[src/lc3b_types_pkg.sv]
`default_nettype none

package lc3b_types_pkg;

    typedef logic [15:0] lc3b_word;

    typedef logic [2:0] lc3b_cc;                // Bit order n z p.

    // Opcode values follow the LC-3b encoding.
    typedef enum logic [3:0] {
        BR   = 4'b0000,
        ADD  = 4'b0001,
        LDB  = 4'b0010,
        STB  = 4'b0011,
        LDR  = 4'b0110,
        STR  = 4'b0111,
        LDI  = 4'b1010,
        STI  = 4'b1011,
        TRAP = 4'b1111
    } lc3b_opcode;

    typedef struct packed {
        lc3b_opcode opcode;
        logic [2:0] nzp;                        // Branch condition mask.
        logic [8:0] pcoffset9;
    } lc3b_instr_br;

    typedef struct packed {
        lc3b_opcode opcode;
        logic [3:0] unused;
        logic [7:0] trapvect8;                  // Trap table index.
    } lc3b_instr_trap;

    typedef union packed {
        lc3b_instr_br   br;
        lc3b_instr_trap trap;
    } lc3b_instr;

    typedef struct packed {
        logic [1:0] cc_gen_mux_sel;             // pcn alu mdr sr2.
        logic       cc_load;
        logic       br_en_load;
        logic       data_memory_access;
        logic       data_memory_write;
        logic       data_memory_word_align;     // Word when set, byte otherwise.
        logic       data_memory_indirect;       // LDI and STI.
        logic [1:0] regfile_data_mux_sel;       // pc pcn zero alu.
    } lc3b_control_word;

    // Data address sources.
    localparam logic [1:0] ADDR_SEL_TRAP = 2'd0;
    localparam logic [1:0] ADDR_SEL_ALU  = 2'd1;
    localparam logic [1:0] ADDR_SEL_MDR  = 2'd2;

endpackage

`default_nettype wire

[src/lc3b_bus_pkg.sv]
`default_nettype none

package lc3b_bus_pkg;

    typedef logic [11:0]  line_addr;            // Address bits 15:4.
    typedef logic [127:0] line_data;
    typedef logic [15:0]  line_sel;             // One bit per byte lane.

    // Master side of the line bus.
    typedef struct packed {
        logic     cyc;
        logic     stb;
        logic     we;
        line_addr adr;
        line_sel  sel;
        line_data dat_m;
    } bus_req;

    // Slave side of the line bus.
    typedef struct packed {
        logic     ack;                          // One cycle pulse.
        line_data dat_s;                        // Valid with ack.
    } bus_rsp;

endpackage

`default_nettype wire

[src/mem_wait_timer.sv]
`timescale 1ns/1ps
`default_nettype none

module mem_wait_timer (
    input  logic       clk,
    input  logic       rst_n,
    input  logic       start,
    input  logic [3:0] latency,
    output logic       done
);

    logic [3:0] count;
    logic       running;                        // Count holds a live countdown.
    logic       reload;                         // Gap cycle after done.
    logic [3:0] cur;

    // A fresh access sees latency-1 directly.
    assign cur  = running ? count : latency - 4'd1;
    assign done = start && !reload && (cur == 4'd0);

    always_ff @(posedge clk or negedge rst_n) begin
        if (!rst_n) begin
            count   <= 4'd0;
            running <= 1'b0;
            reload  <= 1'b0;
        end else if (!start) begin
            running <= 1'b0;                    // Request dropped.
            reload  <= 1'b0;
        end else if (reload) begin
            reload  <= 1'b0;                    // Next cycle restarts.
        end else if (done) begin
            running <= 1'b0;
            reload  <= 1'b1;
        end else begin
            count   <= cur - 4'd1;
            running <= 1'b1;
        end
    end

endmodule

`default_nettype wire

[src/data_line_ram.sv]
`timescale 1ns/1ps
`default_nettype none

module data_line_ram #(
    parameter int MEM_LINES   = 16,
    parameter int MEM_LATENCY = 3
) (
    input  logic                 clk,
    input  logic                 rst_n,
    input  lc3b_bus_pkg::bus_req req,
    output lc3b_bus_pkg::bus_rsp rsp
);

    localparam int IDX_W = (MEM_LINES > 1) ? $clog2(MEM_LINES) : 1;

    lc3b_bus_pkg::line_data lines [MEM_LINES] = '{default: '0};

    logic [IDX_W-1:0] line_idx;
    logic             access_done;

    // Line address wraps around the array depth.
    assign line_idx = IDX_W'(req.adr % lc3b_bus_pkg::line_addr'(MEM_LINES));

    mem_wait_timer u_wait_timer (
        .clk     (clk),
        .rst_n   (rst_n),
        .start   (req.cyc && req.stb),
        .latency (4'(MEM_LATENCY)),
        .done    (access_done)
    );

    always_comb begin
        rsp.ack   = access_done;
        rsp.dat_s = lines[line_idx];            // Whole line for reads.
    end

    // Byte lane writes land on the ack edge.
    always_ff @(posedge clk) begin
        if (access_done && req.we) begin
            for (int b = 0; b < 16; b++) begin
                if (req.sel[b]) begin
                    lines[line_idx][b*8 +: 8] <= req.dat_m[b*8 +: 8];
                end
            end
        end
    end

endmodule

`default_nettype wire

[src/mem_access_controller.sv]
`timescale 1ns/1ps
`default_nettype none

module mem_access_controller (
    input  logic                             clk,
    input  logic                             rst_n,
    input  logic                             stall,
    input  lc3b_types_pkg::lc3b_control_word control_in,
    input  lc3b_types_pkg::lc3b_opcode       opcode,
    input  logic                             ack,
    output logic [1:0]                       addr_sel,
    output logic                             bus_we,
    output logic                             mdr_load,
    output logic                             mem_stall
);

    typedef enum logic [1:0] {
        IDLE,
        POINTER,
        DATA
    } state_t;

    state_t state;
    state_t state_next;

    always_comb begin
        addr_sel   = lc3b_types_pkg::ADDR_SEL_ALU;
        bus_we     = 1'b0;
        mdr_load   = 1'b0;
        mem_stall  = 1'b0;
        state_next = state;
        case (state)
            IDLE: begin
                if (control_in.data_memory_access) begin
                    if (control_in.data_memory_indirect) begin
                        // First cycle of the pointer read.
                        mem_stall  = 1'b1;
                        mdr_load   = ack;
                        state_next = ack ? DATA : POINTER;
                    end else begin
                        if (opcode == lc3b_types_pkg::TRAP) begin
                            addr_sel = lc3b_types_pkg::ADDR_SEL_TRAP;
                        end
                        bus_we    = control_in.data_memory_write;
                        mem_stall = stall || !ack;
                    end
                end
            end
            POINTER: begin
                mem_stall = 1'b1;               // Pointer ack never ends the stall.
                mdr_load  = ack;
                if (ack) begin
                    state_next = DATA;
                end
            end
            DATA: begin
                addr_sel  = lc3b_types_pkg::ADDR_SEL_MDR;
                bus_we    = control_in.data_memory_write;
                mem_stall = stall || !ack;
                if (ack) begin
                    state_next = IDLE;
                end
            end
            default: begin
                state_next = IDLE;
            end
        endcase
    end

    always_ff @(posedge clk or negedge rst_n) begin
        if (!rst_n) begin
            state <= IDLE;
        end else if (!stall) begin
            state <= state_next;                // Held while the pipeline stalls.
        end
    end

endmodule

`default_nettype wire

[src/stage_mem.sv]
`timescale 1ns/1ps
`default_nettype none

module stage_mem (
    input  logic                             clk,
    input  logic                             rst_n,
    input  logic                             stall,
    input  lc3b_types_pkg::lc3b_control_word control_in,
    input  lc3b_types_pkg::lc3b_instr        ir_in,
    input  lc3b_types_pkg::lc3b_word         alu_in,
    input  lc3b_types_pkg::lc3b_word         pc_in,
    input  lc3b_types_pkg::lc3b_word         pcn_in,
    input  lc3b_types_pkg::lc3b_word         sr2_in,
    input  lc3b_bus_pkg::bus_rsp             rsp,
    output lc3b_bus_pkg::bus_req             req,
    output logic                             br_en,
    output lc3b_types_pkg::lc3b_word         mdr,
    output lc3b_types_pkg::lc3b_word         regfile_data,
    output logic                             mem_stall
);

    lc3b_types_pkg::lc3b_word cc_src;
    lc3b_types_pkg::lc3b_cc   cc_gen;
    lc3b_types_pkg::lc3b_cc   cc;
    lc3b_types_pkg::lc3b_word internal_mdr;
    lc3b_types_pkg::lc3b_word trap_addr;
    lc3b_types_pkg::lc3b_word data_addr;
    logic [1:0]               addr_sel;
    logic [2:0]               lane;
    logic                     bus_we;
    logic                     mdr_load;
    logic                     instr_done;

    assign instr_done = !stall && !mem_stall;   // Edge that retires the instruction.

    always_comb begin
        case (control_in.cc_gen_mux_sel)
            2'd0:    cc_src = pcn_in;
            2'd1:    cc_src = alu_in;
            2'd2:    cc_src = mdr;
            default: cc_src = sr2_in;
        endcase
    end

    assign cc_gen = {cc_src[15], cc_src == 16'h0000, !cc_src[15] && (cc_src != 16'h0000)};

    always_ff @(posedge clk or negedge rst_n) begin
        if (!rst_n) begin
            cc           <= '0;
            br_en        <= 1'b0;
            internal_mdr <= '0;
        end else begin
            if (instr_done && control_in.cc_load) begin
                cc <= cc_gen;
            end
            if (instr_done && control_in.br_en_load) begin
                br_en <= |(cc & ir_in.br.nzp);  // Stored cc against nzp.
            end
            if (!stall && mdr_load) begin
                internal_mdr <= mdr;            // Pointer for LDI and STI.
            end
        end
    end

    mem_access_controller u_ctrl (
        .clk        (clk),
        .rst_n      (rst_n),
        .stall      (stall),
        .control_in (control_in),
        .opcode     (ir_in.br.opcode),
        .ack        (rsp.ack),
        .addr_sel   (addr_sel),
        .bus_we     (bus_we),
        .mdr_load   (mdr_load),
        .mem_stall  (mem_stall)
    );

    assign trap_addr = {7'b0000000, ir_in.trap.trapvect8, 1'b0};

    always_comb begin
        case (addr_sel)
            lc3b_types_pkg::ADDR_SEL_TRAP: data_addr = trap_addr;
            lc3b_types_pkg::ADDR_SEL_MDR:  data_addr = internal_mdr;
            default:                       data_addr = alu_in;
        endcase
    end

    assign lane = data_addr[3:1];

    always_comb begin
        req     = '0;
        req.cyc = control_in.data_memory_access;
        req.stb = control_in.data_memory_access;
        req.we  = bus_we;
        req.adr = data_addr[15:4];
        if (control_in.data_memory_word_align) begin
            req.dat_m[lane*16 +: 16] = sr2_in;
            if (control_in.data_memory_access) begin
                req.sel[lane*2 +: 2] = 2'b11;
            end
        end else begin
            req.dat_m[data_addr[3:0]*8 +: 8] = sr2_in[7:0];
            if (control_in.data_memory_access) begin
                req.sel[data_addr[3:0]] = 1'b1; // Odd address is the high byte.
            end
        end
    end

    always_comb begin
        if (control_in.data_memory_word_align) begin
            mdr = rsp.dat_s[lane*16 +: 16];
        end else begin
            mdr = {8'h00, rsp.dat_s[data_addr[3:0]*8 +: 8]};
        end
    end

    // Forwarding value without the load result.
    always_comb begin
        case (control_in.regfile_data_mux_sel)
            2'd0:    regfile_data = pc_in;
            2'd1:    regfile_data = pcn_in;
            2'd2:    regfile_data = 16'h0000;
            default: regfile_data = alu_in;
        endcase
    end

endmodule

`default_nettype wire

[src/lc3b_mem_top.sv]
`timescale 1ns/1ps
`default_nettype none

module lc3b_mem_top #(
    parameter int MEM_LINES   = 16,
    parameter int MEM_LATENCY = 3
) (
    input  logic                             clk,
    input  logic                             rst_n,
    input  logic                             stall,
    input  lc3b_types_pkg::lc3b_control_word control_in,
    input  lc3b_types_pkg::lc3b_instr        ir_in,
    input  lc3b_types_pkg::lc3b_word         alu_in,
    input  lc3b_types_pkg::lc3b_word         pc_in,
    input  lc3b_types_pkg::lc3b_word         pcn_in,
    input  lc3b_types_pkg::lc3b_word         sr2_in,
    output logic                             br_en,
    output lc3b_types_pkg::lc3b_word         mdr,
    output lc3b_types_pkg::lc3b_word         regfile_data,
    output logic                             mem_stall
);

    lc3b_bus_pkg::bus_req req;
    lc3b_bus_pkg::bus_rsp rsp;

    stage_mem u_stage_mem (
        .clk          (clk),
        .rst_n        (rst_n),
        .stall        (stall),
        .control_in   (control_in),
        .ir_in        (ir_in),
        .alu_in       (alu_in),
        .pc_in        (pc_in),
        .pcn_in       (pcn_in),
        .sr2_in       (sr2_in),
        .rsp          (rsp),
        .req          (req),
        .br_en        (br_en),
        .mdr          (mdr),
        .regfile_data (regfile_data),
        .mem_stall    (mem_stall)
    );

    data_line_ram #(
        .MEM_LINES   (MEM_LINES),
        .MEM_LATENCY (MEM_LATENCY)
    ) u_data_ram (
        .clk   (clk),
        .rst_n (rst_n),
        .req   (req),
        .rsp   (rsp)
    );

endmodule

`default_nettype wire

[config.mk]
export PLATFORM = sky130hd
export DESIGN_NAME = lc3b_mem_top
export DESIGN_NICKNAME = d
export VERILOG_FILES = /design/src/lc3b_types_pkg.sv /design/src/lc3b_bus_pkg.sv /design/src/mem_wait_timer.sv /design/src/data_line_ram.sv /design/src/mem_access_controller.sv /design/src/stage_mem.sv /design/src/lc3b_mem_top.sv
export SDC_FILE = /design/constraint.sdc
export NUM_CORES = 2
export LEC_CHECK = 0
export ABC_AREA = 1
export BUFFER_PORTS_ARGS = -buffer_cell sky130_fd_sc_hd__buf_2
export CORE_ASPECT_RATIO = 0.9
export CORE_MARGIN = 2
export CORE_UTILIZATION = 40
export DETAILED_ROUTE_END_ITERATION = 8
export GPL_TIMING_DRIVEN = 0
export PLACE_DENSITY = 0.6
export REMOVE_ABC_BUFFERS = 1
export SKIP_LAST_GASP = 1
export SYNTH_ARGS = -nofsm -noshare
export SYNTH_HDL_FRONTEND = slang
export SYNTH_SLANG_ARGS = --single-unit
[constraint.sdc]
create_clock -name clk -period 5.76 [get_ports clk]
set_clock_uncertainty 0.05 [all_clocks]
set_input_delay 0.288 -clock clk [delete_from_list [all_inputs] [get_ports clk]]
set_output_delay 0.288 -clock clk [all_outputs]
set_load 0.005 [all_outputs]
Word level (Yosys, flattened, before mapping) --
Memories as Yosys holds them, arrays and structs flattened. Index checks and enable logic that the tools add are counted. Widths: inputs -> output; s select.
Word-level totals: output and inout bits 34, flip-flop bits (word level) 20, bits in writable memories 2048, logic and storage cells 150, input port bits 93, memories 1
Memory list:
- u_data_ram.lines | depth 16, bits a word 128, rd ports 1, clocked after memory_dff 0, write ports 1, line data_line_ram.sv:16 | lc3b_bus_pkg::line_data lines [MEM_LINES] = '{default: '0};
Operators by class: bitwise logic cells 7, multiplexer cells 83, $add $sub $neg 4, reduce and logical (&&, ||, !) cells 25, eq/ne operators 13, order comparisons 2, shift operators 8
Operators by type and width (number):
- $and 128x128->128 | 2
- $mux 144 | 1
- $shift 16x34->128 const A | 1
- $shift 8x34->128 const A | 1
- $shiftx 128x8->16 | 1
- $shiftx 128x8->8 | 1
- $shiftx 16x34->128 | 1
- $shiftx 8x34->128 | 1
- $pmux 16 s3 | 2
- $neg 7->34 | 2
- $mux 1 | 64
- $mux 16 | 3
- $neg 4->34 | 1
- $shift 2x34->16 const A | 1
- $shiftx 2x34->16 const A | 1
- $and 16x16->16 | 1
- $logic_not 16->1 | 1
- $pmux 8 s2 | 1
- $reduce_bool 16->1 | 1
- $mux 2 | 5
- $logic_and 1x1->1 | 9
- $eq 2x2->1 const B | 4
- $logic_not 2->1 | 4
- $eq 2x1->1 const B | 3
- 20 further kinds | 30

Logic depth before layout (Yosys ltp) --
depth in word-level cells 16, mapped depth 32, gate-level depth less buffers 30

Cells and area by module --
Synthesis repeated with hierarchy kept, for this count alone.
Unflattened totals: cell total of the unflattened synthesis 9983, area total of the unflattened synthesis 93362.0 um^2
Modules (own cells, without submodules):
- data_line_ram | area each 86256.5 um^2, cells an instance 8546, sequential area each 61499.0 um^2, instances 1
- stage_mem | area each 6462.4 um^2, cells an instance 1335, sequential area each 500.5 um^2, instances 1
- mem_wait_timer | area each 450.4 um^2, cells an instance 68, sequential area each 150.1 um^2, instances 1
- mem_access_controller | area each 192.7 um^2, cells an instance 34, sequential area each 50.0 um^2, instances 1

Least setup slack after synthesis --
OpenSTA, ideal clock, no wires.
kind register -> register, start point register u_stage_mem.u_ctrl.state[0], end point memory u_data_ram.lines[0][64] in the netlist's numbering (data pin), arrival time 4501 ps, cell stages (with the launch flop) 23, path buffers 5, clock period less this slack 4897 ps, library setup time 346 ps, required time 5364 ps, slack 863 ps, path through dfrtp_1 > inv_2 > nand2_2 > buf_6 > inv_2 > nor2_2 > inv_1 > o22ai_1 > a21oi_1 > inv_2 > buf_2 > buf_1 > buf_1 > ha_1 > ha_1 > clkbuf_1 > inv_1 > nand2_1 > nor4_1 > clkinv_1 > nor2_1 > inv_1 > o32ai_1
RTL lines:
- from (decl) | line mem_access_controller.sv:23 | state_t state;
- from (signal assigned) | line mem_access_controller.sv:74 | state <= state_next;
- to (decl) | line data_line_ram.sv:16

==> impl_metrics.csv <==
group,metric,value,unit
run_status,status,"finished, violations left",
run_status,violated_checks,"capacitance limit, slew limit, setup timing",
logic_synthesis,synth-seq-area-share,69.0,%
final_layout,flow.area_growth_from_synthesis,18.6,%
grt,grt-ovfl-total,0,
clock_network,num_cts_buffers,207,
die,placement_rows,165,
clock_network,number_of_clock_sinks,2068,
clock_network,cts_root_buf,"sky130_fd_sc_hd__clkbuf_16",
logic_synthesis,synth_cell_type_count,46,
placement,dp_worst_setup_slack,-2.47,ns
timing,timing.setup.tns,-4.90,ns
die,core_area,224000,um2
min_path,min-delay-path-class,"input pin to register",
clock_network,cts_tree,"done",
logic_synthesis,flip_flop_cell_with_the_highest_count_after_synthesis,"sky130_fd_sc_hd__edfxtp_1",
grt,global_route_wire_length_before_repair,433000,um
timing,rsz0062_at_grt,"true",
die,fp.dieArea,228000,um2
worst_setup_path,kind_of_launch_point_of_the_worst_setup_path,"register",
die,start_util,40.1,%
final_layout,multiInputGateArea,26900,um2
die,ios,127,
timing,final.setup.worst_slack,-0.0906,ns
final_layout,final_nets,9014,
routing,avg_wl_per_cell,25.2,um
worst_setup_path,criticalPathCategory,"register to register",
logic_synthesis,synth_enable_flop_cells,2048,
routing,detail-route-antenna-nets,0,
final_layout,regArea,62000,um2
power_and_ir_drop,power.static_leakage,42.2,nW
routing,route.detailed.vias_per_inst,5.46,
timing,timing.final.max_slew_violations,1,
timing,worst_pin_slew,1.49,ns
final_layout,final.fill_count,19900,
worst_setup_path,crit_path_max_fanout,51,
power_and_ir_drop,power_density,372,nW/um2
timing,final.min_clock_period,5.85,ns
timing,post-route-period-util,102,%
logic_synthesis,yosysWarnings,0,
final_layout,drive_above_1_share,13.2,%
timing,clock.fmax,171,MHz
routing,firstDrtPassIters,8,
timing,finalHoldViolations,0,
routing,drt-total-wl,305000,um
placement,io_buffers,124,
grt,antenna_found_initial,20,
die,die_height,454,um
clock_network,maximum_buffer_depth_of_the_clock_tree,3,
grt,groute.usage.overall,26.2,%
logic_synthesis,summed_instance_area_of_the_synthesized_netlist,89800,um2
routing,initial_drc_count,8224,
grt,via_count_of_the_first_global_routing_pass,61300,
power_and_ir_drop,worst_ir_drop_vdd,0.301,mV
logic_synthesis,ffs_latches_synth,2068,
die,die_width,503,um
worst_setup_path,worst_ep_required_time,6.17,ns
routing,vias,66100,
timing,timing.max_slew.rel_slack,-0.206,%
clock_network,clock_latency_of_the_later_clocked_register_in_the_worst_skew_pair,0.89,ns
final_layout,final_common_cell,"sky130_fd_sc_hd__nand2_1",
routing,drt_drc_violations_left,0,
worst_setup_path,critPathArrivalTime,6.26,ns
logic_synthesis,syn_area_per_cell,10.2,um2
clock_network,htreeDepth,4,
clock_network,clkTransAtPathRegs,0.06,ns
placement,finalWeightedCongestion,0.939,
final_layout,layout_common_cells,"sky130_fd_sc_hd__nand2_1 (3,823), sky130_fd_sc_hd__edfxtp_1 (2,048), sky130_fd_sc_hd__inv_1 (437)",
logic_synthesis,postSynthCellCount,8768,
timing,report.final.setup_viol,206,
worst_setup_path,kind_of_end_point_of_the_critical_path,"register",
job,timing.max_cap.violations,2,
placement,hpwl_reported_at_the_end_of_detailed_placement,189000,um
grt,grt_max_degree,126,
logic_synthesis,proportion_of_synthesized_flip_flops_having_asynchronous_set_or_reset,0.967,%
power by group:
part	internal [W]	switching, W
Clock	0.00738	0.00595
Sequential	0.0165	0.0000427
Combinational	0.00278	0.00700
synthesized netlist by cell type (3+ instances only):
cell type	number	area [um2]
sky130_fd_sc_hd__edfxtp_1	2048	61500
sky130_fd_sc_hd__o21ai_0	301	1510
sky130_fd_sc_hd__nor2_1	666	2500
sky130_fd_sc_hd__nor3_1	42	210
sky130_fd_sc_hd__a31oi_1	9	56.3
sky130_fd_sc_hd__o32ai_1	3	26.3
sky130_fd_sc_hd__buf_2	238	1190
sky130_fd_sc_hd__nor4_1	12	75.1
sky130_fd_sc_hd__ha_1	12	150
sky130_fd_sc_hd__buf_1	36	135
sky130_fd_sc_hd__inv_2	11	41.3
sky130_fd_sc_hd__o22ai_1	99	619
sky130_fd_sc_hd__inv_1	440	1650
sky130_fd_sc_hd__nand2_1	3873	14500
sky130_fd_sc_hd__clkbuf_1	186	698
sky130_fd_sc_hd__o221ai_1	13	114
sky130_fd_sc_hd__a22oi_1	14	105
sky130_fd_sc_hd__or2_2	49	307
sky130_fd_sc_hd__nor2_2	7	43.8
sky130_fd_sc_hd__nand3_1	207	1040
sky130_fd_sc_hd__nand4_1	136	851
sky130_fd_sc_hd__a21oi_1	219	1100
sky130_fd_sc_hd__o21ai_1	46	230
sky130_fd_sc_hd__o211ai_1	33	248
sky130_fd_sc_hd__buf_4	5	37.5
sky130_fd_sc_hd__dfrtp_1	20	500
sky130_fd_sc_hd__o31ai_1	3	22.5
sky130_fd_sc_hd__clkinv_1	7	26.3
sky130_fd_sc_hd__o21a_1	7	52.6
what timing repair did:
| item | in CTS | in global routing |
|---|---|---|
| pin swaps | 21 | 16 |
| hold buffers | 18 | 1 |
| resized for setup | 284 | 323 |
| endpoints found under the setup margin | 3485 | 2923 |
| gates cloned | 30 | 2 |
| buffers inserted | 41 | 27 |
| hold endpoints to repair | 33 | 1 |
metal layers:
layer	part of all wire (%)	vias up	global-route usage, %	wire length, um
li1	-	29700	-	-
met1	40	32300	36.1	121000
met2	45	3527	39.8	136000
met3	11	613	5.22	32100
met4	5.1	2	12.4	15400
met5	0.0043	-	0	13
logic make-up after synthesis:
logic type      count (synthesis)  synth area share (%)
compound gates                754                  4.62
xor+xnor                        2                0.0195
fa+ha+maj                      12                 0.167
buf+inv                       924                  4.22
flops                        2068                  69.0
mux                             2                0.0251
simple gates                 5006                  21.9
sequential cells by signal (all words and copies together), names as in the netlist:
signal and count:
u_data_ram.lines 2048, u_data_ram.u_wait_timer.reload 1, u_stage_mem.cc 3, u_data_ram.u_wait_timer.count 4, u_data_ram.u_wait_timer.running 1, u_stage_mem.br_en 1, u_stage_mem.internal_mdr 8, u_stage_mem.u_ctrl.state 2
worst max-delay path, cell delays in order (launching register included):
cell and delay, ns:
sky130_fd_sc_hd__dfrtp_1 0.40, sky130_fd_sc_hd__inv_2 0.11, sky130_fd_sc_hd__nand2_1 0.11, sky130_fd_sc_hd__nor2_4 0.14
sky130_fd_sc_hd__nand2_2 0.10, sky130_fd_sc_hd__nor2_2 0.16, sky130_fd_sc_hd__inv_1 0.10, sky130_fd_sc_hd__o22ai_1 0.24
sky130_fd_sc_hd__a21oi_4 0.13, sky130_fd_sc_hd__buf_12 0.21, sky130_fd_sc_hd__inv_6 0.28, sky130_fd_sc_hd__buf_16 0.36
sky130_fd_sc_hd__ha_1 0.26, sky130_fd_sc_hd__inv_1 0.05, sky130_fd_sc_hd__nor2_1 0.10, sky130_fd_sc_hd__ha_1 0.32
sky130_fd_sc_hd__nor3_1 0.60, sky130_fd_sc_hd__nand2_1 0.41, sky130_fd_sc_hd__o22ai_1 1.21
path summary, 6_finish.rpt:
path / start / to / slack, ns / cells after the start
worst max-delay path: u_stage_mem.u_ctrl.state[0]$_DFFE_PN0P_ / u_data_ram.lines[9][104]$_DFFE_PP_ / -0.09 / 18
worst min-delay path: sr2_in[10] / u_data_ram.lines[0][106]$_DFFE_PP_ / 0.07 / 3
min in group asynchronous: rst_n / u_stage_mem.internal_mdr[3]$_DFFE_PN0P_ / 0.66 / 3
worst max register to register: u_stage_mem.u_ctrl.state[0]$_DFFE_PN0P_ / u_data_ram.lines[9][104]$_DFFE_PP_ / -0.09 / 18
max in group asynchronous: rst_n / u_data_ram.u_wait_timer.count[2]$_DFFE_PN0P_ / 4.41 / 3
worst min register to register: u_data_ram.u_wait_timer.reload$_DFF_PN0_ / u_data_ram.u_wait_timer.reload$_DFF_PN0_ / 0.42 / 1
stage by stage:
| step | cell area [um2] | power [W] | std cells | utilization (%) | hold WS, ns |
|---|---|---|---|---|---|
| after floorplan | 87700 | 0.0219 | 8302 | - | -0.0576 |
| after global placement | 92100 | 0.0262 | 11400 | 41.1 | 0.209 |
| after detailed placement | 95700 | 0.0254 | 11600 | 42.7 | 0.222 |
| after CTS | 105000 | 0.0393 | 12100 | 46.8 | 0.0171 |
| after global routing | 107000 | 0.0409 | 12100 | 47.6 | 0.0509 |
| final | 107000 | 0.0397 | 12100 | 47.6 | 0.0653 |
cell type report:
cell class / instances / share of cell area, %
sequential: 2068 / 58.2
multi-input combinational: 5780 / 25.2
timing repair buffer: 391 / 5.06
clock buffer: 249 / 5.03
tap: 3006 / 3.53
inverter: 458 / 1.68
clock inverter: 138 / 1.22
antenna: 19 / 0.0446
timing repair inverter: 3 / 0.0235
Power figures use the tool's default switching activity.
